$ cat src/rtl/video_pkg.sv
package video_pkg;

    ////////////////////
    // Frame geometry
    ////////////////////
    localparam int H_ACTIVE = 640;
    localparam int H_FRONT  = 16;
    localparam int H_SYNC   = 96;
    localparam int H_BACK   = 48;
    localparam int H_TOTAL  = H_ACTIVE + H_FRONT + H_SYNC + H_BACK;   // 800

    localparam int V_ACTIVE = 480;
    localparam int V_FRONT  = 10;
    localparam int V_SYNC   = 2;
    localparam int V_BACK   = 33;
    localparam int V_TOTAL  = V_ACTIVE + V_FRONT + V_SYNC + V_BACK;   // 525

    ////////////////////
    // Text geometry
    ////////////////////
    localparam int COLUMNS    = 80;
    localparam int ROWS       = 30;
    localparam int GLYPH_W    = 8;
    localparam int GLYPH_H    = 16;
    localparam int PIX_BITS   = $clog2(GLYPH_W);
    localparam int LINE_BITS  = $clog2(GLYPH_H);
    localparam int TRAM_DEPTH = 4096;   // 2400 words in use
    localparam int FONT_DEPTH = 4096;   // 256 glyphs of 16 rows

    localparam int PIXEL_LATENCY = 3;   // Counters to registered RGB

    // Interrupt status and mask bit positions
    localparam int IRQ_VBLANK = 0;
    localparam int IRQ_LINE   = 1;

    typedef enum logic [1:0] {TGT_REGS, TGT_TRAM, TGT_FONT} bus_target_e;

    typedef enum logic [2:0] {
        REG_CTRL, REG_PALSEL, REG_PALDATA, REG_VLINE,
        REG_IRQLINE, REG_IRQMASK, REG_IRQSTAT
    } io_reg_e;

    typedef struct packed {
        logic        strobe;
        logic        wr;
        bus_target_e target;
        logic [11:0] addr;
        logic [15:0] wrdata;
    } cpu_req_t;

    typedef struct packed {
        logic        valid;
        logic [15:0] rddata;
    } cpu_rsp_t;

    typedef struct packed {
        logic [9:0] hpos;
        logic [9:0] vpos;
        logic       hsync;
        logic       vsync;
        logic       active;
        logic       line_start;
        logic       vblank_start;
    } scan_t;

    typedef struct packed {
        logic [3:0] r;
        logic [3:0] g;
        logic [3:0] b;
    } rgb_t;

    typedef struct packed {
        logic       strobe;
        logic [3:0] index;
        rgb_t       colour;
    } pal_wr_t;

endpackage
$ cat src/rtl/palette.sv
`timescale 1ns/1ps

module palette import video_pkg::*; (
    input  logic       vclk,
    input  logic       reset,
    input  pal_wr_t    pal_wr,
    input  logic [3:0] pal_rd_index,
    input  logic [3:0] colour_index,
    input  logic       pixel_active,
    output rgb_t       pal_rddata,
    output rgb_t       rgb
);

    rgb_t entries [16];

    ////////////////////
    // Entry storage
    ////////////////////
    always_ff @(posedge vclk or posedge reset) begin
        if (reset) begin
            for (int i = 0; i < 16; i++)
                entries[i] <= '0;
        end else if (pal_wr.strobe) begin
            entries[pal_wr.index] <= pal_wr.colour;
        end
    end

    assign pal_rddata = entries[pal_rd_index];   // CPU readback

    ////////////////////
    // Pixel output
    ////////////////////
    always_ff @(posedge vclk or posedge reset) begin
        if (reset) begin
            rgb <= '0;
        end else if (pixel_active) begin
            rgb <= entries[colour_index];
        end else begin
            rgb <= '0;   // Blanking
        end
    end

endmodule

$ cat config.mk
export PLATFORM = sky130hd
export DESIGN_NAME = palette
export DESIGN_NICKNAME = d
export VERILOG_FILES = /design/src/rtl/video_pkg.sv /design/src/rtl/palette.sv
export SDC_FILE = /design/constraint.sdc
export NUM_CORES = 1
export LEC_CHECK = 0
export BUFFER_PORTS_ARGS = -buffer_cell sky130_fd_sc_hd__buf_4
export CAP_MARGIN = 20
export CORE_ASPECT_RATIO = 0.6
export CORE_UTILIZATION = 28
export DETAILED_ROUTE_END_ITERATION = 10
export PLACE_DENSITY = 0.5
export SLEW_MARGIN = 40
export SYNTH_ARGS = -nofsm -noshare
export SYNTH_HDL_FRONTEND = slang
export SYNTH_SLANG_ARGS = --single-unit
$ cat constraint.sdc
create_clock -name vclk -period 7 [get_ports vclk]
set_clock_uncertainty 0.1 [all_clocks]
set_input_delay 1.4 -clock vclk [delete_from_list [all_inputs] [get_ports vclk]]
set_output_delay 1.4 -clock vclk [all_outputs]
set_load 0.05 [all_outputs]
Yosys cells after proc, flatten, opt, wreduce, memory -nomap -nowiden
Cells that the tools add are included.

operators by class
  reductions and logical operators = 1
  muxes and demuxes = 10
  magnitude comparators = 4
  bitwise gates (word level) = 3

operators with widths
  cell                  number
  $bwmux W192           1
  $bmux W12 S4          2
  $mux W12              6
  $demux W12 S4         1
  $ge A5 B5 Y1 const B  3
  $not A4 Y5            3
  $lt A5 B1 Y1 const B  1
  $logic_and A1 B1 Y1   1

storage, ports and cells
  output and inout port bits = 24
  flip-flop bits (word level) = 204

Logic depth before layout (Yosys ltp)
  depth in word-level cells = 6
  mapped depth = 7
  mapped depth without buffers = 4

Worst setup path after synthesis
No wires, ideal clock.

  path kind = input -> output
  start point = input pal_rd_index[1]
  end point = output pal_rddata[0] in the netlist's numbering
  path slack = 2.599 ns
  arrival time = 2.901 ns
  stages = 4
  cells stage by stage = buf_2 -> buf_1 -> mux4_2 -> mux4_2

RTL lines
  item             line           RTL
  start, declared  palette.sv:7   input logic [3:0] pal_rd_index,
  end, declared    palette.sv:10  output rgb_t pal_rddata,

==> flow_results.xml <==
<?xml version="1.0" encoding="UTF-8"?>
<metrics>
  <group name="power">
    <metric name="power_leakage" unit="nW">5.19</metric>
    <metric name="vdd_ir_drop_max" unit="V">0.000130</metric>
    <metric name="p_per_area" unit="nW/um^2">305</metric>
  </group>
  <group name="yosys">
    <metric name="number_of_flops_mapped_to_enable_cells_by_yosys" unit="">0</metric>
    <metric name="netlist-cell-type-count" unit="">32</metric>
    <metric name="mappedNetlistNets" unit="">749</metric>
    <metric name="ys_top_cells_by_count" unit="">204 x sky130_fd_sc_hd__dfrtp_1, 186 x sky130_fd_sc_hd__mux2_2, 74 x sky130_fd_sc_hd__mux2i_1</metric>
    <metric name="netlist.top_cell.by_area" unit="">sky130_fd_sc_hd__dfrtp_1</metric>
    <metric name="yosys_warns" unit="">0</metric>
    <metric name="synthArstFlopShare" unit="">1.00</metric>
    <metric name="synth_top_area_cells" unit="">sky130_fd_sc_hd__dfrtp_1 48%, sky130_fd_sc_hd__mux2_2 20%, sky130_fd_sc_hd__mux4_2 15%, sky130_fd_sc_hd__mux2i_1 7.0%, sky130_fd_sc_hd__a22oi_1 2.6%</metric>
    <metric name="avgSynthCellArea" unit="sq um">14.7</metric>
    <metric name="yosys_register_bits" unit="">204</metric>
    <metric name="syn_area" unit="sq um">10600</metric>
    <metric name="yosys.cell_count.top_type" unit="">sky130_fd_sc_hd__dfrtp_1</metric>
    <metric name="synth_top_flop_cell" unit="">sky130_fd_sc_hd__dfrtp_1</metric>
    <metric name="syn-instance-count" unit="">721</metric>
    <metric name="share_of_the_yosys_chip_area_belonging_to_registers" unit="">0.482</metric>
    <metric name="yosys.area.top_type_share" unit="">0.482</metric>
  </group>
  <group name="critical_path">
    <metric name="timing.reg2reg.setup_slack" unit="ns">5.47</metric>
    <metric name="critical_path.reg2reg.startpoint" unit="">entries[11]$_DFFE_PP0P_</metric>
    <metric name="cp-end-kind" unit="">primary output</metric>
    <metric name="timing.critical_path.buf_inv" unit="">2</metric>
    <metric name="crit_path_max_incr_delay" unit="ns">0.59</metric>
    <metric name="req_time_crit_path" unit="ns">5.50</metric>
    <metric name="crit_chain" unit="">buf_6 &gt; mux4_2 &gt; mux4_2 &gt; buf_4</metric>
    <metric name="r2r_cells" unit="">3</metric>
    <metric name="startpoint" unit="">pal_rd_index[0]</metric>
    <metric name="worstPathMaxFanout" unit="">48</metric>
    <metric name="critical-path-top-cell-by-count" unit="">sky130_fd_sc_hd__mux4_2</metric>
    <metric name="cp_top_delay_family" unit="">multiplexers</metric>
    <metric name="critPathSlowestCell" unit="">sky130_fd_sc_hd__mux4_2</metric>
    <metric name="worstSetupPathType" unit="">in -&gt; out</metric>
    <metric name="critical_path.startpoint_type" unit="">input pin</metric>
    <metric name="rr_endpoint" unit="">rgb[11]$_DFF_PP0_</metric>
    <metric name="crit_arrival" unit="ns">3.35</metric>
  </group>
  <group name="worst_hold_path">
    <metric name="hold_path_class" unit="">reg -&gt; reg</metric>
    <metric name="holdPathStages" unit="">1</metric>
    <metric name="min-delay-start" unit="">entries[16]$_DFFE_PP0P_</metric>
    <metric name="timing.hold.worst_endpoint" unit="">entries[16]$_DFFE_PP0P_</metric>
  </group>
  <group name="clock_network">
    <metric name="post_cts.resized_instances" unit="">0</metric>
    <metric name="tritoncts" unit="">yes</metric>
    <metric name="clk_root_buffer_cell" unit="">sky130_fd_sc_hd__clkbuf_16</metric>
    <metric name="post-cts-setup-buffer-count" unit="">0</metric>
    <metric name="hold_buffers" unit="">0</metric>
    <metric name="cts-buffers-inserted" unit="">20</metric>
    <metric name="clkSinkCount" unit="">204</metric>
    <metric name="worst_path_clk_slew" unit="ns">0.06</metric>
    <metric name="max-clock-path-buffers" unit="">3</metric>
    <metric name="insertion_delay" unit="ns">0.52</metric>
    <metric name="ctsHtreeMaxLevel" unit="">1</metric>
  </group>
  <group name="global_routing">
    <metric name="grt_start_max_net_pins" unit="">99</metric>
    <metric name="global_route.overflow_total" unit="">0</metric>
    <metric name="first_global_vias" unit="">6758</metric>
    <metric name="grt_pass1_wl" unit="mm">46.9</metric>
    <metric name="globalRouteTotalUtil" unit="">0.165</metric>
    <metric name="antenna_violations_before_repair" unit="">0</metric>
  </group>
  <group name="detailed_routing">
    <metric name="via_count" unit="">6588</metric>
    <metric name="routedWlPerCell" unit="microns">24.5</metric>
    <metric name="antenna_violating_nets_left" unit="">0</metric>
    <metric name="drt_iter0_markers" unit="">515</metric>
    <metric name="vias_per_cell" unit="">5.19</metric>
    <metric name="detail_route.drc_violations" unit="">0</metric>
    <metric name="drt_wl_total" unit="mm">31.0</metric>
    <metric name="drtPass1Iterations" unit="">5</metric>
  </group>
  <group name="die">
    <metric name="start_util" unit="">0.288</metric>
    <metric name="die_y" unit="microns">153</metric>
    <metric name="floorplan.rows" unit="">54</metric>
    <metric name="design.die.area" unit="sq um">38600</metric>
    <metric name="die_w" unit="microns">253</metric>
    <metric name="floorplan.io_pins" unit="">52</metric>
    <metric name="floorplan_core_area" unit="sq um">36800</metric>
  </group>
  <group name="sta">
    <metric name="unrepaired_setup_endpoints_after_global_routing" unit="">no</metric>
    <metric name="slew_viol_final" unit="">0</metric>
    <metric name="post-route-worst-setup-slack" unit="ns">2.15</metric>
    <metric name="fin_setup_tns" unit="ns">0</metric>
    <metric name="hold_viol_final" unit="">0</metric>
    <metric name="max_slew.worst_pin.slew" unit="ns">0.809</metric>
    <metric name="finalWorstPathRequiredPeriod" unit="ns">4.85</metric>
    <metric name="clock.fmax" unit="MHz">206</metric>
    <metric name="hold_slack" unit="ns">0.429</metric>
    <metric name="finalSetupViolCount" unit="">0</metric>
    <metric name="timing.slew.headroom" unit="">0.460</metric>
    <metric name="period_share" unit="">0.693</metric>
  </group>
  <group name="placement">
    <metric name="finalWeightedCongestion" unit="">0.750</metric>
    <metric name="port-buffer-count" unit="">51</metric>
    <metric name="pre_cts_ws" unit="ns">2.13</metric>
    <metric name="dp.cells" unit="">1233</metric>
    <metric name="detailed_place_hpwl" unit="mm">18.8</metric>
  </group>
  <group name="job">
    <metric name="drv.max_cap_violation_count" unit="">0</metric>
  </group>
  <group name="final_layout">
    <metric name="layoutNonFillerInstCount" unit="">1269</metric>
    <metric name="final_layout_size_suffix_gt1_frac" unit="">0.490</metric>
    <metric name="antenna_cells_inserted" unit="">0</metric>
    <metric name="finish.net_count" unit="">779</metric>
    <metric name="area_growth_syn_to_layout" unit="%">15.8</metric>
  </group>
  <group name="run_status">
    <metric name="run_status" unit="">finished clean</metric>
  </group>
</metrics>
-- logic make-up after synthesis --
family | share of synthesized area
AND/OR/NAND/NOR | 0.0275
buffers and inverters | 0.0300
AO/OA/AOI/OAI | 0.0346
multiplexers | 0.426
flip-flops | 0.482
-- area by class of cell --
| cell class | count | area, sq um |
|---|---|---|
| fill | 3666 | 24500 |
| multi-input combinational | 453 | 5210 |
| sequential | 204 | 5100 |
| tap | 504 | 631 |
| clock buffer | 27 | 588 |
| timing repair buffer | 70 | 584 |
| clock inverter | 9 | 123 |
| inverter | 2 | 11.3 |
-- worst max path at each step --
| stage | cells after the start | slack, ns | to |
|---|---|---|---|
| final | 4 | 2.15 | pal_rddata[10] |
| after global routing | 4 | 2.04 | pal_rddata[8] |
| after CTS | 4 | 2.13 | pal_rddata[1] |
| after detailed placement | 4 | 2.13 | pal_rddata[1] |
| after global placement | 4 | 1.94 | pal_rddata[8] |
| after floorplan | 4 | 2.60 | pal_rddata[0] |
-- layer usage --
| metal | share of wire | wire, microns | track usage |
|---|---|---|---|
| met4 | 0.018 | 546 | 0.0309 |
| met1 | 0.49 | 15300 | 0.250 |
| met3 | 0.050 | 1570 | 0.0319 |
| met5 | 0 | 0 | 0 |
| met2 | 0.44 | 13600 | 0.245 |
-- layout by cell type (no fill, tap or decap), types with 3 or more instances in the layout --
cell type                   netlist  layout
sky130_fd_sc_hd__a22oi_1         37      37
sky130_fd_sc_hd__buf_4            3      64
sky130_fd_sc_hd__buf_8            2       3
sky130_fd_sc_hd__bufinv_16        0       3
sky130_fd_sc_hd__clkbuf_16        0      21
sky130_fd_sc_hd__clkbuf_8         0       4
sky130_fd_sc_hd__clkinv_2         0       5
sky130_fd_sc_hd__dfrtp_1        204     204
sky130_fd_sc_hd__mux2_1           6       6
sky130_fd_sc_hd__mux2_2         186     186
sky130_fd_sc_hd__mux2i_1         74      74
sky130_fd_sc_hd__mux4_2          70      70
sky130_fd_sc_hd__nand2_1         27      25
sky130_fd_sc_hd__nand2b_1         3       3
sky130_fd_sc_hd__nand3_1          3       3
sky130_fd_sc_hd__nor2_1          17      16
sky130_fd_sc_hd__nor3_2           0       4
sky130_fd_sc_hd__o22ai_1          9       9
sky130_fd_sc_hd__or3_2            0       4
-- power by group --
| part | internal [mW] | total, mW | switching, mW |
|---|---|---|---|
| logic | 0.492 | 0.893 | 0.402 |
| clock network | 0.702 | 1.19 | 0.493 |
| registers | 1.45 | 1.65 | 0.204 |
| total | 2.64 | 3.74 | 1.10 |
-- state kept, by name (all words and copies together) (netlist names) --
| name | cells |
|---|---|
| entries | 192 |
| rgb | 12 |
-- metrics by stage --
step / util / total power [mW] / cell area (sq um)
finish: 0.333 / 3.74 / 12300
CTS: 0.333 / 3.77 / 12300
global placement: 0.312 / 2.55 / 11500
global route: 0.333 / 3.93 / 12300
floorplan: - / 2.31 / 10600
detailed placement: 0.314 / 2.57 / 11500
(Power assumes the default switching activity.)
