**config.mk**
```make
export PLATFORM = sky130hd
export DESIGN_NAME = video_timing
export DESIGN_NICKNAME = d
export VERILOG_FILES = /design/src/rtl/video_pkg.sv /design/src/rtl/video_timing.sv
export SDC_FILE = /design/constraint.sdc
export NUM_CORES = 1
export LEC_CHECK = 0
export BUFFER_PORTS_ARGS = -buffer_cell sky130_fd_sc_hd__buf_2
export CAP_MARGIN = 0
export CORE_MARGIN = 8
export CORE_UTILIZATION = 46
export DETAILED_ROUTE_END_ITERATION = 16
export GPL_TIMING_DRIVEN = 0
export HOLD_SLACK_MARGIN = 0.15
export PLACE_DENSITY_LB_ADDON = 0.1
export SYNTH_ARGS = -nofsm -noshare
export SYNTH_HDL_FRONTEND = slang
export SYNTH_SLANG_ARGS = --single-unit
export TNS_END_PERCENT = 1
```
**constraint.sdc**
```tcl
create_clock -name vclk -period 2.2 [get_ports vclk]
set_input_delay 0.44 -clock vclk [delete_from_list [all_inputs] [get_ports vclk]]
set_output_delay 0.44 -clock vclk [all_outputs]
set_load 0.01 [all_outputs]
```
**src/rtl/video_pkg.sv**
```systemverilog
package video_pkg;

    ////////////////////
    // Frame geometry
    ////////////////////
    localparam int H_ACTIVE = 640;
    localparam int H_FRONT  = 16;
    localparam int H_SYNC   = 96;
    localparam int H_BACK   = 48;
    localparam int H_TOTAL  = H_ACTIVE + H_FRONT + H_SYNC + H_BACK;   // 800

    localparam int V_ACTIVE = 480;
    localparam int V_FRONT  = 10;
    localparam int V_SYNC   = 2;
    localparam int V_BACK   = 33;
    localparam int V_TOTAL  = V_ACTIVE + V_FRONT + V_SYNC + V_BACK;   // 525

    ////////////////////
    // Text geometry
    ////////////////////
    localparam int COLUMNS    = 80;
    localparam int ROWS       = 30;
    localparam int GLYPH_W    = 8;
    localparam int GLYPH_H    = 16;
    localparam int PIX_BITS   = $clog2(GLYPH_W);
    localparam int LINE_BITS  = $clog2(GLYPH_H);
    localparam int TRAM_DEPTH = 4096;   // 2400 words in use
    localparam int FONT_DEPTH = 4096;   // 256 glyphs of 16 rows

    localparam int PIXEL_LATENCY = 3;   // Counters to registered RGB

    // Interrupt status and mask bit positions
    localparam int IRQ_VBLANK = 0;
    localparam int IRQ_LINE   = 1;

    typedef enum logic [1:0] {TGT_REGS, TGT_TRAM, TGT_FONT} bus_target_e;

    typedef enum logic [2:0] {
        REG_CTRL, REG_PALSEL, REG_PALDATA, REG_VLINE,
        REG_IRQLINE, REG_IRQMASK, REG_IRQSTAT
    } io_reg_e;

    typedef struct packed {
        logic        strobe;
        logic        wr;
        bus_target_e target;
        logic [11:0] addr;
        logic [15:0] wrdata;
    } cpu_req_t;

    typedef struct packed {
        logic        valid;
        logic [15:0] rddata;
    } cpu_rsp_t;

    typedef struct packed {
        logic [9:0] hpos;
        logic [9:0] vpos;
        logic       hsync;
        logic       vsync;
        logic       active;
        logic       line_start;
        logic       vblank_start;
    } scan_t;

    typedef struct packed {
        logic [3:0] r;
        logic [3:0] g;
        logic [3:0] b;
    } rgb_t;

    typedef struct packed {
        logic       strobe;
        logic [3:0] index;
        rgb_t       colour;
    } pal_wr_t;

endpackage
```
**src/rtl/video_timing.sv**
```systemverilog
`timescale 1ns/1ps

module video_timing import video_pkg::*; (
    input  logic  vclk,
    input  logic  reset,
    output scan_t scan
);

    logic [9:0] hpos;
    logic [9:0] vpos;
    logic       hlast;
    logic       vlast;

    assign hlast = (hpos == 10'(H_TOTAL - 1));
    assign vlast = (vpos == 10'(V_TOTAL - 1));

    ////////////////////
    // Counters
    ////////////////////
    always_ff @(posedge vclk or posedge reset) begin
        if (reset) begin
            hpos <= '0;
            vpos <= '0;
        end else begin
            if (hlast) begin
                hpos <= '0;
                if (vlast)
                    vpos <= '0;
                else
                    vpos <= vpos + 10'd1;
            end else begin
                hpos <= hpos + 10'd1;
            end
        end
    end

    ////////////////////
    // Decode
    ////////////////////
    always_comb begin
        scan.hpos = hpos;
        scan.vpos = vpos;

        // Both syncs active low
        scan.hsync = !(hpos >= 10'(H_ACTIVE + H_FRONT) &&
                       hpos <  10'(H_ACTIVE + H_FRONT + H_SYNC));
        scan.vsync = !(vpos >= 10'(V_ACTIVE + V_FRONT) &&
                       vpos <  10'(V_ACTIVE + V_FRONT + V_SYNC));

        scan.active       = (hpos < 10'(H_ACTIVE)) && (vpos < 10'(V_ACTIVE));
        scan.line_start   = (hpos == 10'd0);
        scan.vblank_start = (hpos == 10'd0) && (vpos == 10'(V_ACTIVE));
    end

endmodule

```
# Word level (Yosys, flattened, before mapping)
# Cells that the tools add are included.
[totals]
ff_bits = 20
in_bits = 2
output_inout_bits = 25
elab_cells = 22
[classes]
add_sub_neg = 2
order_cmp = 6
n_eq_ne = 3
muxes = 2
reduce_logical = 7
[ops]
columns = ["operator", "n"]
rows = [
  ["10-bit by 1-bit adder with 10-bit output, second input constant", 2],
  ["10-bit equality test, second input constant", 2],
  ["10-bit < comparator, second input constant", 2],
  ["10-bit by 9-bit < comparator with 1-bit output, second input constant", 2],
  ["10-bit two-way mux", 2],
  ["10-bit by 9-bit equality test with 1-bit output, second input constant", 1],
  ["10-bit >= comparator, second input constant", 1],
  ["10-bit by 9-bit >= comparator with 1-bit output, second input constant", 1],
  ["10-bit zero test", 1],
  ["1-bit logical AND", 4],
  ["1-bit zero test", 2],
]

# Longest topological paths before layout
# Gate-level depths: netlist of the first run.
[logic_depth]
word_depth = 3
depth_mapped = 6
depth_no_buf = 6

# Worst setup path after synthesis of the first run
# Ideal clock, no wire load.
[synth_path]
path_kind = "register to output"
start = "register hpos[4]"
end = "output port scan[0] (netlist bit)"
t_arrival_ns = 1.860
required_ns = 1.760
setup_slack_ns = -0.100
path_stages_with_launch = 5
path_buffers = 1
cell_sequence = "dfrtp_1 buf_2 or4_1 nor4_1 and4b_1"
[synth_lines]
columns = ["item", "line", "rtl"]
rows = [
  ["start: declaration", "video_timing.sv:9", "logic [9:0] hpos;"],
  ["start signal: assignment", "video_timing.sv:32", "hpos <= hpos + 10'd1;"],
  ["end: declaration", "video_timing.sv:6", "output scan_t scan"],
]

==> results.cfg, run 1 <==
[outcome]
status = finished, violations left
failed_checks = negative setup slack

[grt]
track_usage = 0.132
grt_pass1_vias = 970
antenna_found_initial = 0
grt-ovfl-total = 0
grt_pass1_wl_mm = 4.42
grt_max_degree = 21

[logic_synthesis]
synth_seq_cells = 20
syn-num-nets = 119
synthDistinctLibCells = 26
syn_area_sq_mm = 0.00108
yosys.area.top_type_share = 0.464
yosys.area.top_type = dfrtp_1
synth_warnings = 0
avgSynthCellArea_sq_um = 9.63
syn-instance-count = 112
synthTopCellsByArea = dfrtp_1 (46%), ha_1 (5.8%), xor2_1 (4.9%), xnor2_1 (4.1%), nand3_1 (3.2%)
yosysSeqAreaShare = 0.464

[sta]
drv_slew = 0
holdWs_ps = 251
max_slew.worst_pin.slew_ps = 780
fmax_mhz = 438
fin_ws_ps = -81.3
period_share = 1.04
final-setup-viol-count = 1
setup-tns-final_ps = -81.3
hold_viol = 0
relSlewSlack = 0.479
fin_crit_ps = 2280
rsz0062_at_grt = true
skew_ps = 11.6

[clocking]
clockRootBuffer = clkbuf_4
cts_buffers = 3
clk_latency_ps = 310
cts_tree = done
clk_pin_slew_ps = 120
cts_buffer_depth = 2
numClockSinks = 20
htreeDepth = 1

[layout]
multiInputGateArea_sq_um = 574
final_util = 0.610
drive_above_1_share = 0.313
nFillCells = 202
ff_latch_area_sq_um = 504
layout.nets = 152
area.growth.synth_to_final_pct = 25.2
diodes = 0

[setup_path]
path_max_fanout = 8
cp.arrival_ps = 1840
start_kind = register
path_class = reg2out
required_ps = 1760
end_kind = output pin

[power]
power_mw = 0.596
ir_worst_vdd_uv = 301
static-leakage-power_nw = 0.654
powerDensity_mw_per_mm2 = 442

[drt]
antenna_left = 0
postRouteWirelength_mm = 2.53
drc = 0
drtIter0Drc = 34
dr.pass1.iters = 3
avgRoutedWirePerCell_microns = 14.7
routed_via_density = 5.47
num_vias = 940

[floorplanning]
rows = 17
io_pins = 27
initial_core_util = 0.488
die_h_microns = 64.4
dieArea_sq_mm = 0.00415
die-width_microns = 64.4
core_area_sq_mm = 0.00221

[placement]
port_buffers = 26
dpl.hpwl_mm = 1.84
place_congestion = 0.771

[min_path]
min-delay-path-class = in2async

[run]
drv_cap = 0
==> final cells by class <==
class                           instances  area share
Inverter                                6      0.0167
Clock buffer                            4      0.0269
Timing Repair Buffer                   29       0.118
Buffer                                  2      0.0139
Sequential cell                        20       0.373
Multi-Input combinational cell         83       0.425
Tap cell                               28      0.0260
==> layout by cell type (no fill, tap or decap), drive strengths merged, types with 2 or more instances in the layout <==
cell / Yosys / final
a21oi: 3 / 3
and3: 4 / 4
buf: 3 / 31
clkbuf: 0 / 4
dfrtp: 20 / 20
ha: 5 / 5
inv: 6 / 6
nand2: 9 / 9
nand3: 7 / 7
nand4: 5 / 5
nor2: 9 / 9
nor3: 3 / 3
nor4: 3 / 3
o21ai: 7 / 7
o31ai: 2 / 2
or3: 4 / 4
or4: 4 / 4
xnor2: 5 / 5
xor2: 6 / 6
==> cell usage after synthesis, drive strengths merged <==
master / number
a21oi: 3
and2: 1
and3: 4
and3b: 1
and4: 1
and4b: 1
buf: 3
dfrtp: 20
ha: 5
inv: 6
nand2: 9
nand3: 7
nand4: 5
nor2: 9
nor3: 3
nor4: 3
o211ai: 1
o21a: 1
o21ai: 7
o31ai: 2
or3: 4
or4: 4
or4b: 1
xnor2: 5
xor2: 6
==> path summary, 6_finish.rpt <==
path / start / end / slack [ps] / depth (start not counted)
max: hpos[7]$_DFF_PP0_ / scan[0] / -80 / 4
min: reset / hpos[1]$_DFF_PP0_ / 250 / 2
max reg2reg: hpos[5]$_DFF_PP0_ / vpos[9]$_DFFE_PP0N_ / 20 / 5
min reg2reg: hpos[0]$_DFF_PP0_ / hpos[0]$_DFF_PP0_ / 510 / 1
max in group asynchronous: reset / hpos[6]$_DFF_PP0_ / 1420 / 2
min in group vclk: hpos[0]$_DFF_PP0_ / hpos[0]$_DFF_PP0_ / 510 / 1
==> per-stage QoR <==
step / area, sq um / cells / worst slack, ps
floorplan: 1080 / 112 / 26.5
global placement: 1250 / 166 / -112
detailed placement: 1250 / 166 / -110
CTS: 1320 / 171 / -93.4
global route: 1350 / 172 / -149
finish: 1350 / 172 / -81.3
==> state kept, by name (all words and copies together) (netlist names) <==
register and flops:
vpos 10, hpos 10
==> worst max-delay path, stage by stage (launching register included) <==
cell and delay [ps]:
dfrtp_2 480, or4_4 550, nor4_4 160, and4b_1 220
buf_2 130
==> report_power, final <==
| group | switching [mW] | total [mW] | internal [mW] |
|---|---|---|---|
| sequential | 0 | 0.367 | 0.367 |
| combinational | 0.00727 | 0.00798 | 0.000714 |
| clock | 0.120 | 0.221 | 0.101 |
| total | 0.127 | 0.596 | 0.469 |
==> logic make-up (layout without fill, tap and decap cells) <==
family | Yosys count | after routing | synth area share
compound gates | 14 | 14 | 0.0742
xor+xnor | 11 | 11 | 0.0893
fa+ha+maj | 5 | 5 | 0.0580
buf+inv | 9 | 41 | 0.0406
flops | 20 | 20 | 0.464
simple gates | 53 | 53 | 0.274
==> what timing repair did <==
item	CTS	global route
gates resized for setup	6	7
setup endpoints to repair	5	8
buffers inserted	2	1
pin swaps	1	0
hold buffers	0	0
==> routing by layer <==
| layer | track usage | up-vias | part of all wire |
|---|---|---|---|
| li1 | - | 464 | - |
| met1 | 0.154 | 453 | 0.44 |
| met2 | 0.221 | 18 | 0.49 |
| met3 | 0.0344 | 5 | 0.050 |
| met4 | 0.0654 | 0 | 0.015 |
| met5 | 0 | - | 0 |
Note: power is estimated with default switching activity, not from simulation.
==> run 2: changes to the inputs <==
--- a/config.mk
+++ b/config.mk
@@ -5,13 +5,14 @@
 export SDC_FILE = /design/constraint.sdc
 export NUM_CORES = 1
 export LEC_CHECK = 0
+export ABC_AREA = 1
 export BUFFER_PORTS_ARGS = -buffer_cell sky130_fd_sc_hd__buf_2
 export CAP_MARGIN = 0
-export CORE_MARGIN = 8
-export CORE_UTILIZATION = 46
+export CORE_MARGIN = 2
+export CORE_UTILIZATION = 48
 export DETAILED_ROUTE_END_ITERATION = 16
 export GPL_TIMING_DRIVEN = 0
-export HOLD_SLACK_MARGIN = 0.15
+export HOLD_SLACK_MARGIN = 0.1
 export PLACE_DENSITY_LB_ADDON = 0.1
 export SYNTH_ARGS = -nofsm -noshare
 export SYNTH_HDL_FRONTEND = slang
==> results.cfg, run 2 <==
[sta]
final-setup-viol-count = 0
drv_slew = 0
fin_crit_ps = 2060
relSlewSlack = 0.487
skew_ps = 1.82
rsz0062_at_grt = false
setup-tns-final_ps = 0
max_slew.worst_pin.slew_ps = 768
period_share = 0.936
fmax_mhz = 485
hold_viol = 0
fin_ws_ps = 140

[grt]
grt_max_degree = 21
grt_pass1_wl_mm = 4.43
grt-ovfl-total = 0
track_usage = 0.207
grt_pass1_vias = 1020
antenna_found_initial = 0

[setup_path]
required_ps = 1760
start_kind = register
end_kind = output pin
endpoint = scan[3]
startpoint = vpos[6]$_DFFE_PP0N_
rrSetupSlack_ps = 580
path_class = reg2out
path_max_fanout = 5
rr_worst_depth = 7
cp.arrival_ps = 1620
r2r-start = vpos[0]$_DFFE_PP0N_
r2r-end = vpos[3]$_DFFE_PP0N_

[layout]
largestRegisters = hpos x10, vpos x10
stdcell_count = 220
layout_commonest_cell = nand2_1
nFillCells = 253
area.growth.synth_to_final_pct = 16.9
layout.nets = 198
final_util = 0.583
drive_above_1_share = 0.221
final_cell_mix = nand2_1 (30), inv_1 (27), buf_2 (26), nor2_1 (21), dfrtp_1 (20)
diodes = 0

[logic_synthesis]
synth_warnings = 0
syn_area_sq_mm = 0.00122
syn-num-nets = 167
yosys.area.top_type = dfrtp_1
yosys.area.top_type_share = 0.409
yosysMostFrequentCell = nand2_1
synth_seq_cells = 20
syn-instance-count = 160
synthTopCellsByArea = dfrtp_1 (41%), nand2_1 (9.2%), inv_1 (8.3%), nor2_1 (6.7%), ha_1 (5.1%)
async_flop_share = 1.00
synth_common_cells = nand2_1 (30), inv_1 (27), nor2_1 (22), dfrtp_1 (20), o21ai_0 (10)
synth-edff-count = 0
ys.flop_type = dfrtp_1
synthDistinctLibCells = 23
avgSynthCellArea_sq_um = 7.65
yosysSeqAreaShare = 0.409

[drt]
dr.pass1.iters = 4
drtIter0Drc = 16
postRouteWirelength_mm = 2.63
drc = 0
routed_via_density = 5.12
avgRoutedWirePerCell_microns = 11.9
num_vias = 1127
antenna_left = 0

[placement]
pre_cts_ws_ps = 384
numPlacedInstances = 216
port_buffers = 26
place_congestion = 0.835
dpl.hpwl_mm = 1.99

[min_path]
min-delay-path-class = in2async

[floorplanning]
core_area_sq_mm = 0.00245
rows = 18
dieArea_sq_mm = 0.00297
die-width_microns = 54.5
io_pins = 27
die_h_microns = 54.5
initial_core_util = 0.498

[clocking]
numClockSinks = 20
clk_pin_slew_ps = 120
clockRootBuffer = clkbuf_4
clk_latency_ps = 310
cts_tree = done
cts_buffer_depth = 2
htreeDepth = 1
postCtsSetupBuffers = 0
cts_buffers = 3

[power]
clkPwrFrac = 0.372
combPwrFrac = 0.013
p_sw_frac = 0.215
static-leakage-power_nw = 0.737
powerDensity_mw_per_mm2 = 418
seqPwrFrac = 0.614
p_int_mw = 0.469
p_switching_mw = 0.129
ir_worst_vdd_uv = 278

[run]
drv_cap = 0

[outcome]
status = completed
## run 2: changes by cell type after synthesis, moves of 3 or more
cell / before / now
and3_1: 4 / 0
inv_1: 6 / 27
nand2_1: 9 / 30
nand4_1: 5 / 9
nor2_1: 9 / 22
nor2_4: 0 / 3
o21ai_0: 7 / 10
or2_2: 0 / 4
or3_1: 4 / 0
or4_1: 4 / 0
xnor2_1: 5 / 1
## run 2: layout make-up
type | instances | area [sq um] | area share
inverters | 27 | 101 | 0.0709
flip-flops and latches | 20 | 500 | 0.350
multi-input cells | 112 | 613 | 0.429
plain buffers | 1 | 11.3 | 0.00787
repair buffers | 26 | 130 | 0.0910
well taps | 30 | 37.5 | 0.0262
clock buffers | 4 | 36.3 | 0.0254
## run 2: worst min-delay path by stage
stage                      startpoint                 to  slack, ps  depth (start not counted)
floorplan                       reset  hpos[0]$_DFF_PP0_        400                          1
detailed placement  hpos[0]$_DFF_PP0_  hpos[0]$_DFF_PP0_        520                          1
global placement    hpos[0]$_DFF_PP0_  hpos[0]$_DFF_PP0_        500                          1
finish                          reset  hpos[1]$_DFF_PP0_        250                          2
global route                    reset  hpos[1]$_DFF_PP0_        340                          2
CTS                             reset  hpos[0]$_DFF_PP0_        280                          2
## run 2: cells by family (layout without fill, tap and decap cells)
group,after synthesis,after routing,synth area share
DFF,20,20,0.409
AOI/OAI and AO/OA,16,16,0.0685
adders and majority gates,5,5,0.0511
xor gates and xnor gates,7,7,0.0501
buffers and inverters,28,58,0.0920
and+or+nand+nor,84,84,0.329
## run 2: routing by layer
layer	GRT usage	wire [microns]	up-vias
met2	0.345	1300	19
met3	0.0328	111	5
li1	-	-	574
met5	0	0	-
met4	0.0625	33	0
met1	0.274	1180	529
## run 2: power by group through the flow
| stage | clock, mW | combinational [mW] | sequential (mW) |
|---|---|---|---|
| 6_report | 0.223 | 0.00789 | 0.368 |
| 3_3_place_gp | 0 | 0.00843 | 0.375 |
| 3_5_place_dp | 0 | 0.00871 | 0.375 |
| 5_1_grt | 0.241 | 0.0100 | 0.368 |
| 2_1_floorplan | 0 | 0.00551 | 0.375 |
| 4_1_cts | 0.229 | 0.00863 | 0.368 |
## run 2: what timing repair did
action | CTS | global route
endpoints found under the hold margin | 0 | 0
resized for setup | 0 | 1
setup endpoints to repair | 0 | 1
hold buffers | 0 | 0
## run 2: per-stage QoR
stage / total power, mW / cell area (sq um) / hold WS, ps
2_1_floorplan: 0.380 / 1220 / 404
3_3_place_gp: 0.383 / 1390 / 497
3_5_place_dp: 0.383 / 1390 / 516
4_1_cts: 0.605 / 1430 / 277
5_1_grt: 0.618 / 1430 / 336
6_report: 0.598 / 1430 / 249
## run 2: critical path, stage by stage, from the launching register on
cell	delay, ps
dfrtp_1	450
nand2_1	110
nor2_2	200
nand4_1	130
or2_2	290
buf_2	140
