--- src/rtl/video_pkg.sv ---
package video_pkg;

    ////////////////////
    // Frame geometry
    ////////////////////
    localparam int H_ACTIVE = 640;
    localparam int H_FRONT  = 16;
    localparam int H_SYNC   = 96;
    localparam int H_BACK   = 48;
    localparam int H_TOTAL  = H_ACTIVE + H_FRONT + H_SYNC + H_BACK;   // 800

    localparam int V_ACTIVE = 480;
    localparam int V_FRONT  = 10;
    localparam int V_SYNC   = 2;
    localparam int V_BACK   = 33;
    localparam int V_TOTAL  = V_ACTIVE + V_FRONT + V_SYNC + V_BACK;   // 525

    ////////////////////
    // Text geometry
    ////////////////////
    localparam int COLUMNS    = 80;
    localparam int ROWS       = 30;
    localparam int GLYPH_W    = 8;
    localparam int GLYPH_H    = 16;
    localparam int PIX_BITS   = $clog2(GLYPH_W);
    localparam int LINE_BITS  = $clog2(GLYPH_H);
    localparam int TRAM_DEPTH = 4096;   // 2400 words in use
    localparam int FONT_DEPTH = 4096;   // 256 glyphs of 16 rows

    localparam int PIXEL_LATENCY = 3;   // Counters to registered RGB

    // Interrupt status and mask bit positions
    localparam int IRQ_VBLANK = 0;
    localparam int IRQ_LINE   = 1;

    typedef enum logic [1:0] {TGT_REGS, TGT_TRAM, TGT_FONT} bus_target_e;

    typedef enum logic [2:0] {
        REG_CTRL, REG_PALSEL, REG_PALDATA, REG_VLINE,
        REG_IRQLINE, REG_IRQMASK, REG_IRQSTAT
    } io_reg_e;

    typedef struct packed {
        logic        strobe;
        logic        wr;
        bus_target_e target;
        logic [11:0] addr;
        logic [15:0] wrdata;
    } cpu_req_t;

    typedef struct packed {
        logic        valid;
        logic [15:0] rddata;
    } cpu_rsp_t;

    typedef struct packed {
        logic [9:0] hpos;
        logic [9:0] vpos;
        logic       hsync;
        logic       vsync;
        logic       active;
        logic       line_start;
        logic       vblank_start;
    } scan_t;

    typedef struct packed {
        logic [3:0] r;
        logic [3:0] g;
        logic [3:0] b;
    } rgb_t;

    typedef struct packed {
        logic       strobe;
        logic [3:0] index;
        rgb_t       colour;
    } pal_wr_t;

endpackage
--- src/rtl/io_regs.sv ---
`timescale 1ns/1ps

module io_regs import video_pkg::*; (
    input  logic        vclk,
    input  logic        reset,
    input  cpu_req_t    cpu_req,
    input  scan_t       scan,
    input  logic [15:0] tram_rddata,
    input  logic [7:0]  font_rddata,
    input  rgb_t        pal_rddata,
    output cpu_rsp_t    cpu_rsp,
    output cpu_req_t    tram_req,
    output cpu_req_t    font_req,
    output pal_wr_t     pal_wr,
    output logic [3:0]  pal_rd_index,
    output logic        text_enable,
    output logic        irq
);

    logic        reg_wr;
    io_reg_e     reg_addr;
    logic        rd_strobe;

    logic        ctrl_q;        // Text enable
    logic [3:0]  palsel_q;
    logic [9:0]  irqline_q;
    logic [1:0]  irqmask_q;
    logic [1:0]  irqstat_q;

    logic        match;
    logic        match_q;
    logic [1:0]  irq_set;
    logic [1:0]  irq_clr;

    logic [15:0] reg_rddata;
    logic [15:0] reg_rddata_q;
    bus_target_e rd_target_q;
    logic        rd_valid_q;

    assign reg_addr  = io_reg_e'(cpu_req.addr[2:0]);
    assign reg_wr    = cpu_req.strobe && cpu_req.wr && (cpu_req.target == TGT_REGS);
    assign rd_strobe = cpu_req.strobe && !cpu_req.wr;

    // RAM requests only strobe for their own target
    always_comb begin
        tram_req        = cpu_req;
        tram_req.strobe = cpu_req.strobe && (cpu_req.target == TGT_TRAM);
        font_req        = cpu_req;
        font_req.strobe = cpu_req.strobe && (cpu_req.target == TGT_FONT);
    end

    assign pal_wr.strobe = reg_wr && (reg_addr == REG_PALDATA);
    assign pal_wr.index  = palsel_q;
    assign pal_wr.colour = rgb_t'(cpu_req.wrdata[11:0]);
    assign pal_rd_index  = palsel_q;
    assign text_enable   = ctrl_q;

    ////////////////////
    // Interrupts
    ////////////////////
    assign match = (scan.vpos == irqline_q);

    always_comb begin
        irq_set             = '0;
        irq_set[IRQ_LINE]   = match && !match_q;   // First cycle of the line
        irq_set[IRQ_VBLANK] = scan.vblank_start;
        irq_clr = (reg_wr && reg_addr == REG_IRQSTAT) ? cpu_req.wrdata[1:0] : 2'b00;
    end

    assign irq = |(irqstat_q & irqmask_q);

    always_ff @(posedge vclk or posedge reset) begin
        if (reset) begin
            ctrl_q    <= 1'b0;
            palsel_q  <= '0;
            irqline_q <= '0;
            irqmask_q <= '0;
            irqstat_q <= '0;
            match_q   <= 1'b1;   // No line event straight out of reset
        end else begin
            match_q <= match;
            if (reg_wr) begin
                case (reg_addr)
                    REG_CTRL:    ctrl_q    <= cpu_req.wrdata[0];
                    REG_PALSEL:  palsel_q  <= cpu_req.wrdata[3:0];
                    REG_IRQLINE: irqline_q <= cpu_req.wrdata[9:0];
                    REG_IRQMASK: irqmask_q <= cpu_req.wrdata[1:0];
                    default:     ;
                endcase
            end
            irqstat_q <= (irqstat_q & ~irq_clr) | irq_set;   // Set wins over clear
        end
    end

    ////////////////////
    // Read response
    ////////////////////
    always_comb begin
        case (reg_addr)
            REG_CTRL:    reg_rddata = {15'd0, ctrl_q};
            REG_PALSEL:  reg_rddata = {12'd0, palsel_q};
            REG_PALDATA: reg_rddata = {4'd0, pal_rddata};
            REG_VLINE:   reg_rddata = {6'd0, scan.vpos};
            REG_IRQLINE: reg_rddata = {6'd0, irqline_q};
            REG_IRQMASK: reg_rddata = {14'd0, irqmask_q};
            REG_IRQSTAT: reg_rddata = {14'd0, irqstat_q};
            default:     reg_rddata = '0;
        endcase
    end

    always_ff @(posedge vclk or posedge reset) begin
        if (reset) begin
            rd_valid_q  <= 1'b0;
            rd_target_q <= TGT_REGS;
        end else begin
            rd_valid_q  <= rd_strobe;
            if (rd_strobe)
                rd_target_q <= cpu_req.target;
        end
    end

    always_ff @(posedge vclk) begin
        if (rd_strobe)
            reg_rddata_q <= reg_rddata;
    end

    always_comb begin
        cpu_rsp.valid = rd_valid_q;
        case (rd_target_q)
            TGT_TRAM: cpu_rsp.rddata = tram_rddata;
            TGT_FONT: cpu_rsp.rddata = {8'd0, font_rddata};
            default:  cpu_rsp.rddata = reg_rddata_q;
        endcase
    end

endmodule

--- config.mk ---
export PLATFORM = sky130hd
export DESIGN_NAME = io_regs
export DESIGN_NICKNAME = d
export VERILOG_FILES = /design/src/rtl/video_pkg.sv /design/src/rtl/io_regs.sv
export SDC_FILE = /design/constraint.sdc
export NUM_CORES = 1
export LEC_CHECK = 0
export BUFFER_PORTS_ARGS = -buffer_cell sky130_fd_sc_hd__buf_2
export CAP_MARGIN = 30
export CORE_ASPECT_RATIO = 1.2
export CORE_MARGIN = 5
export CORE_UTILIZATION = 40
export CTS_CLUSTER_DIAMETER = 100
export DETAILED_ROUTE_END_ITERATION = 12
export PLACE_DENSITY = 0.89
export SLEW_MARGIN = 30
export SYNTH_ARGS = -nofsm -noshare
export SYNTH_HDL_FRONTEND = slang
export SYNTH_SLANG_ARGS = --single-unit
--- constraint.sdc ---
create_clock -name vclk -period 1.4 [get_ports vclk]
set_input_delay 0.28 -clock vclk [delete_from_list [all_inputs] [get_ports vclk]]
set_output_delay 0.28 -clock vclk [all_outputs]
set_load 0.01 [all_outputs]
* Word-level counts from Yosys, hierarchy flattened
Cells that the tools add are included.
** Cells by class
- Order comparisons :: 0
- Add/subtract/negate cells :: 0
- Bitwise gates (word level) :: 4
- Div/mod/pow operators :: 0
- Shift-type cells :: 0
- Multipliers :: 0
- Mux-type cells :: 3
- Equal/unequal tests :: 11
- Reductions and logical operators :: 17
** Operators with widths (count)
- $pmux 12 s7 :: 1
- $pmux 16 s2 :: 1
- $eq 10x10->1 :: 1
- $eq 3x3->1 const B :: 3
- $logic_and 1x1->1 :: 8
- $reduce_and 2->1 :: 4
- $eq 3x2->1 const B :: 2
- $and 2x2->2 :: 2
- $eq 2x1->1 const B :: 2
- $eq 2x2->1 const B :: 2
- $eq 3x1->1 const B :: 1
- $logic_not 3->1 :: 1
- $logic_not 1->1 :: 2
- $logic_not 2->1 :: 1
- $mux 2 :: 1
- $not 2->2 :: 1
- $or 2x2->2 :: 1
- $reduce_or 2->1 :: 1
** Storage, ports and cells
- Bits in read-only memories :: 0
- Latch bits :: 0
- Bits in registers :: 39
- Logic and storage cells :: 44
- Bits in writable memories :: 0
- Memories kept :: 0

* Logic depth before layout (Yosys ltp)
Gate-level depths: netlist of the first run.
- Depth in word-level cells :: 7
- Gate-level depth with buffers :: 6

* Worst setup path before layout of the first run
No wires, ideal clock.
- Path kind :: register to output
- From :: reg rd_target_q[1]
- To :: out cpu_rsp[1] (netlist name)
- Required time :: 1.120 ns
- Slack :: -0.100 ns
- Cell stages (with the launch flop) :: 6
- Arrival :: 1.220 ns
- Cell sequence :: dfrtp_1 inv_1 ha_1 clkbuf_1 a22oi_1 o21ai_0
** RTL lines
- from (decl) :: line io_regs.sv:37 : bus_target_e rd_target_q;
- from (signal assigned) :: line io_regs.sv:118 : rd_target_q <= cpu_req.target;
- to (decl) :: line io_regs.sv:11 : output cpu_rsp_t cpu_rsp,

==> metrics.log, run 1 <==
INFO  metric mostFrequentLayoutCell = sky130_fd_sc_hd__buf_2
INFO  metric timing.slew.headroom = 0.768
INFO  metric r2r_cells = 5
INFO  metric post_synth.cell_area_avg = 9.87 um2
INFO  metric grt_remaining_overflow = 0
INFO  metric holdWs = 0.0268 ns
INFO  metric total_cts_buffers = 5
INFO  metric cts_tree = done
INFO  metric row_count = 32
INFO  metric critPathKind = flip-flop to output pin
INFO  metric grt_start_max_net_pins = 24
INFO  metric start_util = 0.406
INFO  metric num_vias = 2118
INFO  metric design.die.area = 8120 um2
INFO  metric post_synth_main_area_contributors = sky130_fd_sc_hd__buf_4 24%, sky130_fd_sc_hd__dfrtp_1 21%, sky130_fd_sc_hd__edfxtp_1 14%, sky130_fd_sc_hd__mux2_2 8.8%, sky130_fd_sc_hd__o21ai_0 3.7%
INFO  metric ys_seq_area_frac = 0.365
INFO  metric synthDistinctLibCells = 34
INFO  metric combPwrFrac = 0.343
INFO  metric violations = negative setup slack
INFO  metric power.switching_fraction = 0.303
INFO  metric vias_per_cell = 4.82
INFO  metric fin_skew = 0.00175 ns
INFO  metric postLayoutCellArea = 3270 um2
INFO  metric ctsHtreeMaxLevel = 2
INFO  metric setup_viol = 16
INFO  metric synth_area_leader_cell = sky130_fd_sc_hd__buf_4
INFO  metric r2r-end = match_q
INFO  metric track_usage = 0.167
INFO  metric hold_buffers = 0
INFO  metric drc = 0
INFO  metric num_antenna_cells = 0
INFO  metric commonest_non_fill_non_tap_cells_in_the_layout = 133 x sky130_fd_sc_hd__buf_2, 33 x sky130_fd_sc_hd__buf_4, 22 x sky130_fd_sc_hd__dfrtp_1
INFO  metric placedCellCount = 425
INFO  metric timing.hold.worst.class = input pin to asynchronous set/reset pin
INFO  metric internal_power = 2250 uW
INFO  metric r2r_setup_slack = 0.08 ns
INFO  metric avgRoutedWirePerCell = 15.9 um
INFO  metric layout-drive-gt1-share = 0.655
INFO  metric net-switching-power = 981 uW
INFO  metric result_of_the_run = finished, violations left
INFO  metric cell_pwr_density = 988 nW/um2
INFO  metric clock_path_buffers = 2
INFO  metric setup.worst_path.end_class = output pin
INFO  metric setup.worst_path.start_class = flip-flop
INFO  metric cts.sink_count = 35
INFO  metric cts-root-buf = sky130_fd_sc_hd__clkbuf_8
INFO  metric timing_worst_slew_pin_value = 0.344 ns
INFO  metric post_route_worst_setup_slack = -0.395 ns
INFO  metric totalWireLength = 6.98 mm
INFO  metric fin_cells = 439
INFO  metric p_leak = 0.00167 uW
INFO  metric sequentialPowerShare = 0.382
INFO  metric fin_nets = 450
INFO  metric grt_pass1_vias = 2246
INFO  metric cp_data_required_time = 1.12 ns
INFO  metric ys_ff_latch = 35
INFO  metric slew_violations = 0
INFO  metric postSynth.asyncResetShare = 0.657
INFO  metric ir_drop = 0.000604 V
INFO  metric yosysWarningCount = 0
INFO  metric drtAntennaViolNets = 0
INFO  metric layout_worst_path_cycle_share = 1.28
INFO  metric synth_top_area_frac = 0.237
INFO  metric antenna_found_initial = 0
INFO  metric synthFlopType = sky130_fd_sc_hd__dfrtp_1
INFO  metric synth_cells = 260
INFO  metric synth_fp_nets = 357
INFO  metric ios = 199
INFO  metric drtIter0Drc = 71
INFO  metric clockPowerShare = 0.274
INFO  metric layout.filler_cells = 604
INFO  metric placedInstanceArea = 2970 um2
INFO  metric power.total = 3230 uW
INFO  metric netlist_area = 2570 um2
INFO  metric final_hold_viol_count = 0
INFO  metric detailed_placement_wirelength_estimate = 5.67 mm
INFO  metric drv_cap = 0
INFO  metric grt_first_pass_wirelength = 11.0 mm
INFO  metric path_clk_slew = 0.07 ns
INFO  metric detail_route.first_pass.iterations = 4
INFO  metric worstReg2RegStart = irqline_q[0]
INFO  metric core_area = 6330 um2
INFO  metric path_max_fanout = 6
INFO  metric die_height = 97.7 um
INFO  metric finalWorstPathRequiredPeriod = 1.79 ns
INFO  metric placement.io_buffers = 137
INFO  metric edff_count_synth = 12
INFO  metric layout-area-overhead-vs-synth = 27.5%
INFO  metric clock_latency = 0.28 ns
INFO  metric die_x = 83.1 um
INFO  metric gp_congestion = 0.843
INFO  metric unrepaired_setup_endpoints_after_global_routing = true
INFO  metric worst_ep_arrival_time = 1.51 ns
INFO  metric maximum_achievable_frequency = 557 MHz
layer usage:
layer | share of wire | GRT usage
met5 | 0 | 0
met4 | 0.032 | 0.0654
met3 | 0.078 | 0.0557
met2 | 0.55 | 0.321
met1 | 0.34 | 0.162
worst max-delay path by stage:
stage / cells after the start / endpoint / slack, ns / from
floorplan: 1 / reg_rddata_q[0] / 0.007 / cpu_req[31]
global placement: 5 / cpu_rsp[10] / -0.19 / rd_target_q[1]
detailed placement: 5 / cpu_rsp[9] / -0.25 / rd_target_q[1]
CTS: 5 / cpu_rsp[9] / -0.37 / rd_target_q[0]
global route: 5 / cpu_rsp[11] / -0.46 / rd_target_q[0]
finish: 5 / cpu_rsp[8] / -0.39 / rd_target_q[0]
Yosys cell counts, types with 2 or more instances:
library cell	count
sky130_fd_sc_hd__clkbuf_1	6
sky130_fd_sc_hd__nor4_1	2
sky130_fd_sc_hd__buf_4	81
sky130_fd_sc_hd__edfxtp_1	12
sky130_fd_sc_hd__nand4_1	2
sky130_fd_sc_hd__nor2_1	5
sky130_fd_sc_hd__ha_1	2
sky130_fd_sc_hd__buf_2	2
sky130_fd_sc_hd__nor2b_1	4
sky130_fd_sc_hd__mux2i_1	8
sky130_fd_sc_hd__o21ai_0	19
sky130_fd_sc_hd__a22o_1	6
sky130_fd_sc_hd__nand2_1	22
sky130_fd_sc_hd__dfrtp_1	22
sky130_fd_sc_hd__xor2_1	10
sky130_fd_sc_hd__a22oi_1	10
sky130_fd_sc_hd__mux2_2	20
sky130_fd_sc_hd__a221oi_1	2
sky130_fd_sc_hd__and2_1	4
sky130_fd_sc_hd__a21oi_1	3
sky130_fd_sc_hd__inv_1	3
sky130_fd_sc_hd__nor3b_1	3
registers in the layout, indices dropped and copies added, names as in the netlist:
name / cells
irqline_q: 10
irqmask_q: 2
irqstat_q: 2
match_q: 1
pal_rd_index: 4
rd_target_q: 2
rd_valid_q: 1
reg_rddata_q: 12
text_enable: 1
power groups by stage:
stage | sequential [uW] | combinational, uW | clock [uW]
after floorplan | 1240 | 679 | 0
after global placement | 1240 | 939 | 0
after detailed placement | 1250 | 956 | 0
after CTS | 1230 | 1050 | 921
after global routing | 1250 | 1210 | 961
final | 1240 | 1110 | 887
worst max-delay path, stage by stage, from the launching register on:
cell and delay (ns):
sky130_fd_sc_hd__dfrtp_1 0.41, sky130_fd_sc_hd__inv_2 0.07, sky130_fd_sc_hd__ha_4 0.27, sky130_fd_sc_hd__buf_6 0.14, sky130_fd_sc_hd__a22o_1 0.21, sky130_fd_sc_hd__buf_2 0.13
cells by family (layout without fill, tap and decap cells):
logic type | Yosys count | after routing | synth area share
AO/OA/AOI/OAI | 42 | 42 | 0.106
flip-flops | 35 | 35 | 0.365
buffers and inverters | 92 | 186 | 0.254
multiplexers | 28 | 28 | 0.119
AND/OR/NAND/NOR | 51 | 51 | 0.112
adder cells (fa/ha/maj) | 2 | 2 | 0.00975
XOR/XNOR | 10 | 10 | 0.0341
area by class of cell:
cell class	count	area, um2	area share
inverters	3	11.3	0.00344
flip-flops and latches	35	937	0.287
clock inverters	3	38.8	0.0119
repair buffers	175	1020	0.313
multi-input cells	133	1080	0.332
well taps	85	106	0.0325
clock buffers	5	68.8	0.0210
what timing repair did:
item | 4_1_cts | 5_1_grt
pin swaps | 3 | 6
setup endpoints to repair | 18 | 20
resized for setup | 19 | 17
cloned | 1 | 0
setup buffers | 2 | 3
metrics by stage:
step | util | setup TNS, ns | setup slack [ns]
final | 0.517 | -4.86 | -0.395
after global routing | 0.517 | -6.16 | -0.456
after CTS | 0.502 | -4.86 | -0.371
after detailed placement | 0.470 | -2.60 | -0.247
after global placement | 0.470 | -1.92 | -0.189
after floorplan | - | 0 | 0.00683
No activity file was read; power rests on OpenSTA's default activity.
==> inputs of run 2 (changes only) <==
Settings changed: GPL_TIMING_DRIVEN set to 0, SKIP_CTS_REPAIR_TIMING set to 1.
==> metrics.log, run 2 (same netlist as run 1, synthesis figures left out) <==
INFO  metric drtAntennaViolNets = 0
INFO  metric num_antenna_cells = 0
INFO  metric ios = 199
INFO  metric ir_drop = 0.000494 V
INFO  metric power.total = 3270 uW
INFO  metric setup_viol = 16
INFO  metric num_vias = 2394
INFO  metric cts-root-buf = sky130_fd_sc_hd__clkbuf_8
INFO  metric antenna_found_initial = 0
INFO  metric detailed_placement_wirelength_estimate = 6.16 mm
INFO  metric die_x = 83.1 um
INFO  metric mostFrequentLayoutCell = sky130_fd_sc_hd__buf_2
INFO  metric grt_pass1_vias = 2412
INFO  metric clock_latency = 0.29 ns
INFO  metric setup.worst_path.start_class = flip-flop
INFO  metric cts_tree = done
INFO  metric timing.hold.worst.class = input pin to asynchronous set/reset pin
INFO  metric layout-drive-gt1-share = 0.726
INFO  metric drv_cap = 0
INFO  metric layout-area-overhead-vs-synth = 49.4%
INFO  metric layout.filler_cells = 549
INFO  metric path_max_fanout = 10
INFO  metric violations = negative setup slack
INFO  metric track_usage = 0.172
INFO  metric top_register = reg_rddata_q
INFO  metric detail_route.first_pass.iterations = 4
INFO  metric cts.sink_count = 35
INFO  metric total_cts_buffers = 5
INFO  metric setup.worst_path.end_class = output pin
INFO  metric drtIter0Drc = 49
INFO  metric post_route_worst_setup_slack = -0.363 ns
INFO  metric grt_start_max_net_pins = 24
INFO  metric commonest_non_fill_non_tap_cells_in_the_layout = 165 x sky130_fd_sc_hd__buf_2, 82 x sky130_fd_sc_hd__buf_4, 22 x sky130_fd_sc_hd__dfrtp_1
INFO  metric start_util = 0.406
INFO  metric cell_pwr_density = 853 nW/um2
INFO  metric vias_per_cell = 4.58
INFO  metric holdWs = 0.0368 ns
INFO  metric maximum_achievable_frequency = 567 MHz
INFO  metric gp_congestion = 0.860
INFO  metric timing_worst_slew_pin_value = 0.809 ns
INFO  metric p_leak = 0.00204 uW
INFO  metric grt_remaining_overflow = 0
INFO  metric critical_path.cell_chain = buf_6, ha_4, buf_8, a22oi_2, o21ai_2, buf_2
INFO  metric fin_cells = 523
INFO  metric critical_path.n_buffers_inverters = 3
INFO  metric cp_data_required_time = 1.12 ns
INFO  metric totalWireLength = 7.47 mm
INFO  metric unrepaired_setup_endpoints_after_global_routing = true
INFO  metric clock_path_buffers = 2
INFO  metric grt_first_pass_wirelength = 11.6 mm
INFO  metric total_negative_slack_for_setup_checks = -4.97 ns
INFO  metric critPathKind = flip-flop to output pin
INFO  metric avgRoutedWirePerCell = 14.3 um
INFO  metric die_height = 97.7 um
INFO  metric slew_violations = 0
INFO  metric path_clk_slew = 0.07 ns
INFO  metric row_count = 32
INFO  metric placement.io_buffers = 169
INFO  metric fin_skew = 0.0138 ns
INFO  metric cpLargestDelayFamily = buffers and inverters
INFO  metric fin_nets = 534
INFO  metric result_of_the_run = finished, violations left
INFO  metric critPathMaxStageDelay = 0.40 ns
INFO  metric design.die.area = 8120 um2
INFO  metric layout_worst_path_cycle_share = 1.26
INFO  metric ctsHtreeMaxLevel = 2
INFO  metric finalWorstPathRequiredPeriod = 1.76 ns
INFO  metric core_area = 6330 um2
INFO  metric placedCellCount = 514
INFO  metric worst_ep_arrival_time = 1.48 ns
INFO  metric detailedPlace.worstSlack = -0.331 ns
INFO  metric largest_register_ffs = 12
INFO  metric drc = 0
INFO  metric crit_slowest_cell = sky130_fd_sc_hd__dfrtp_1
INFO  metric final_hold_viol_count = 0
INFO  metric timing.slew.headroom = 0.457
[run 2: path summary, 6_finish.rpt]
| kind | from | endpoint | cells past startpoint | slack [ns] |
|---|---|---|---|---|
| max | rd_target_q[0] | cpu_rsp[3] | 6 | -0.36 |
| max reg2reg | irqline_q[0] | irqstat_q[1] | 4 | 0.10 |
| max in group asynchronous | reset | rd_valid_q | 2 | 0.96 |
| min in group vclk | scan[0] | irqstat_q[0] | 2 | 0.18 |
| min | reset | irqline_q[8] | 2 | 0.04 |
| min reg2reg | irqstat_q[0] | irqstat_q[0] | 1 | 0.52 |
[run 2: area by class of cell]
| cell class | instances | area (um2) | share of cell area |
|---|---|---|---|
| clock inverter | 1 | 5.00 | 0.00131 |
| inverter | 3 | 11.3 | 0.00294 |
| buffer | 86 | 672 | 0.175 |
| multi-input combinational | 133 | 1110 | 0.290 |
| timing repair buffer | 173 | 905 | 0.236 |
| clock buffer | 7 | 86.3 | 0.0225 |
| tap | 85 | 106 | 0.0277 |
| sequential | 35 | 937 | 0.244 |
[run 2: worst reg2reg max path, stage by stage (launching register included)]
cell and delay (ns):
sky130_fd_sc_hd__dfrtp_1 0.40, sky130_fd_sc_hd__xor2_1 0.18, sky130_fd_sc_hd__nor4_2 0.30, sky130_fd_sc_hd__nand2_1 0.12
sky130_fd_sc_hd__o41ai_2 0.21
[run 2: report_power, final]
group	switching (uW)	internal (uW)	total, uW
Combinational	605	700	1300
Sequential	78.6	1160	1240
Clock	329	396	726
[run 2: per-layer routing]
| metal | up-vias | GRT usage | wire (um) |
|---|---|---|---|
| li1 | 1174 | - | - |
| met1 | 1094 | 0.173 | 2620 |
| met2 | 119 | 0.328 | 4080 |
| met3 | 7 | 0.0684 | 686 |
| met4 | 0 | 0.0428 | 84 |
| met5 | - | 0 | 0 |
[run 2: stage by stage]
stage | area (um2) | util
6_report | 3830 | 0.606
5_1_grt | 3830 | 0.606
4_1_cts | 3620 | 0.572
3_5_place_dp | 3520 | 0.557
3_3_place_gp | 3520 | 0.557
2_1_floorplan | 2570 | -
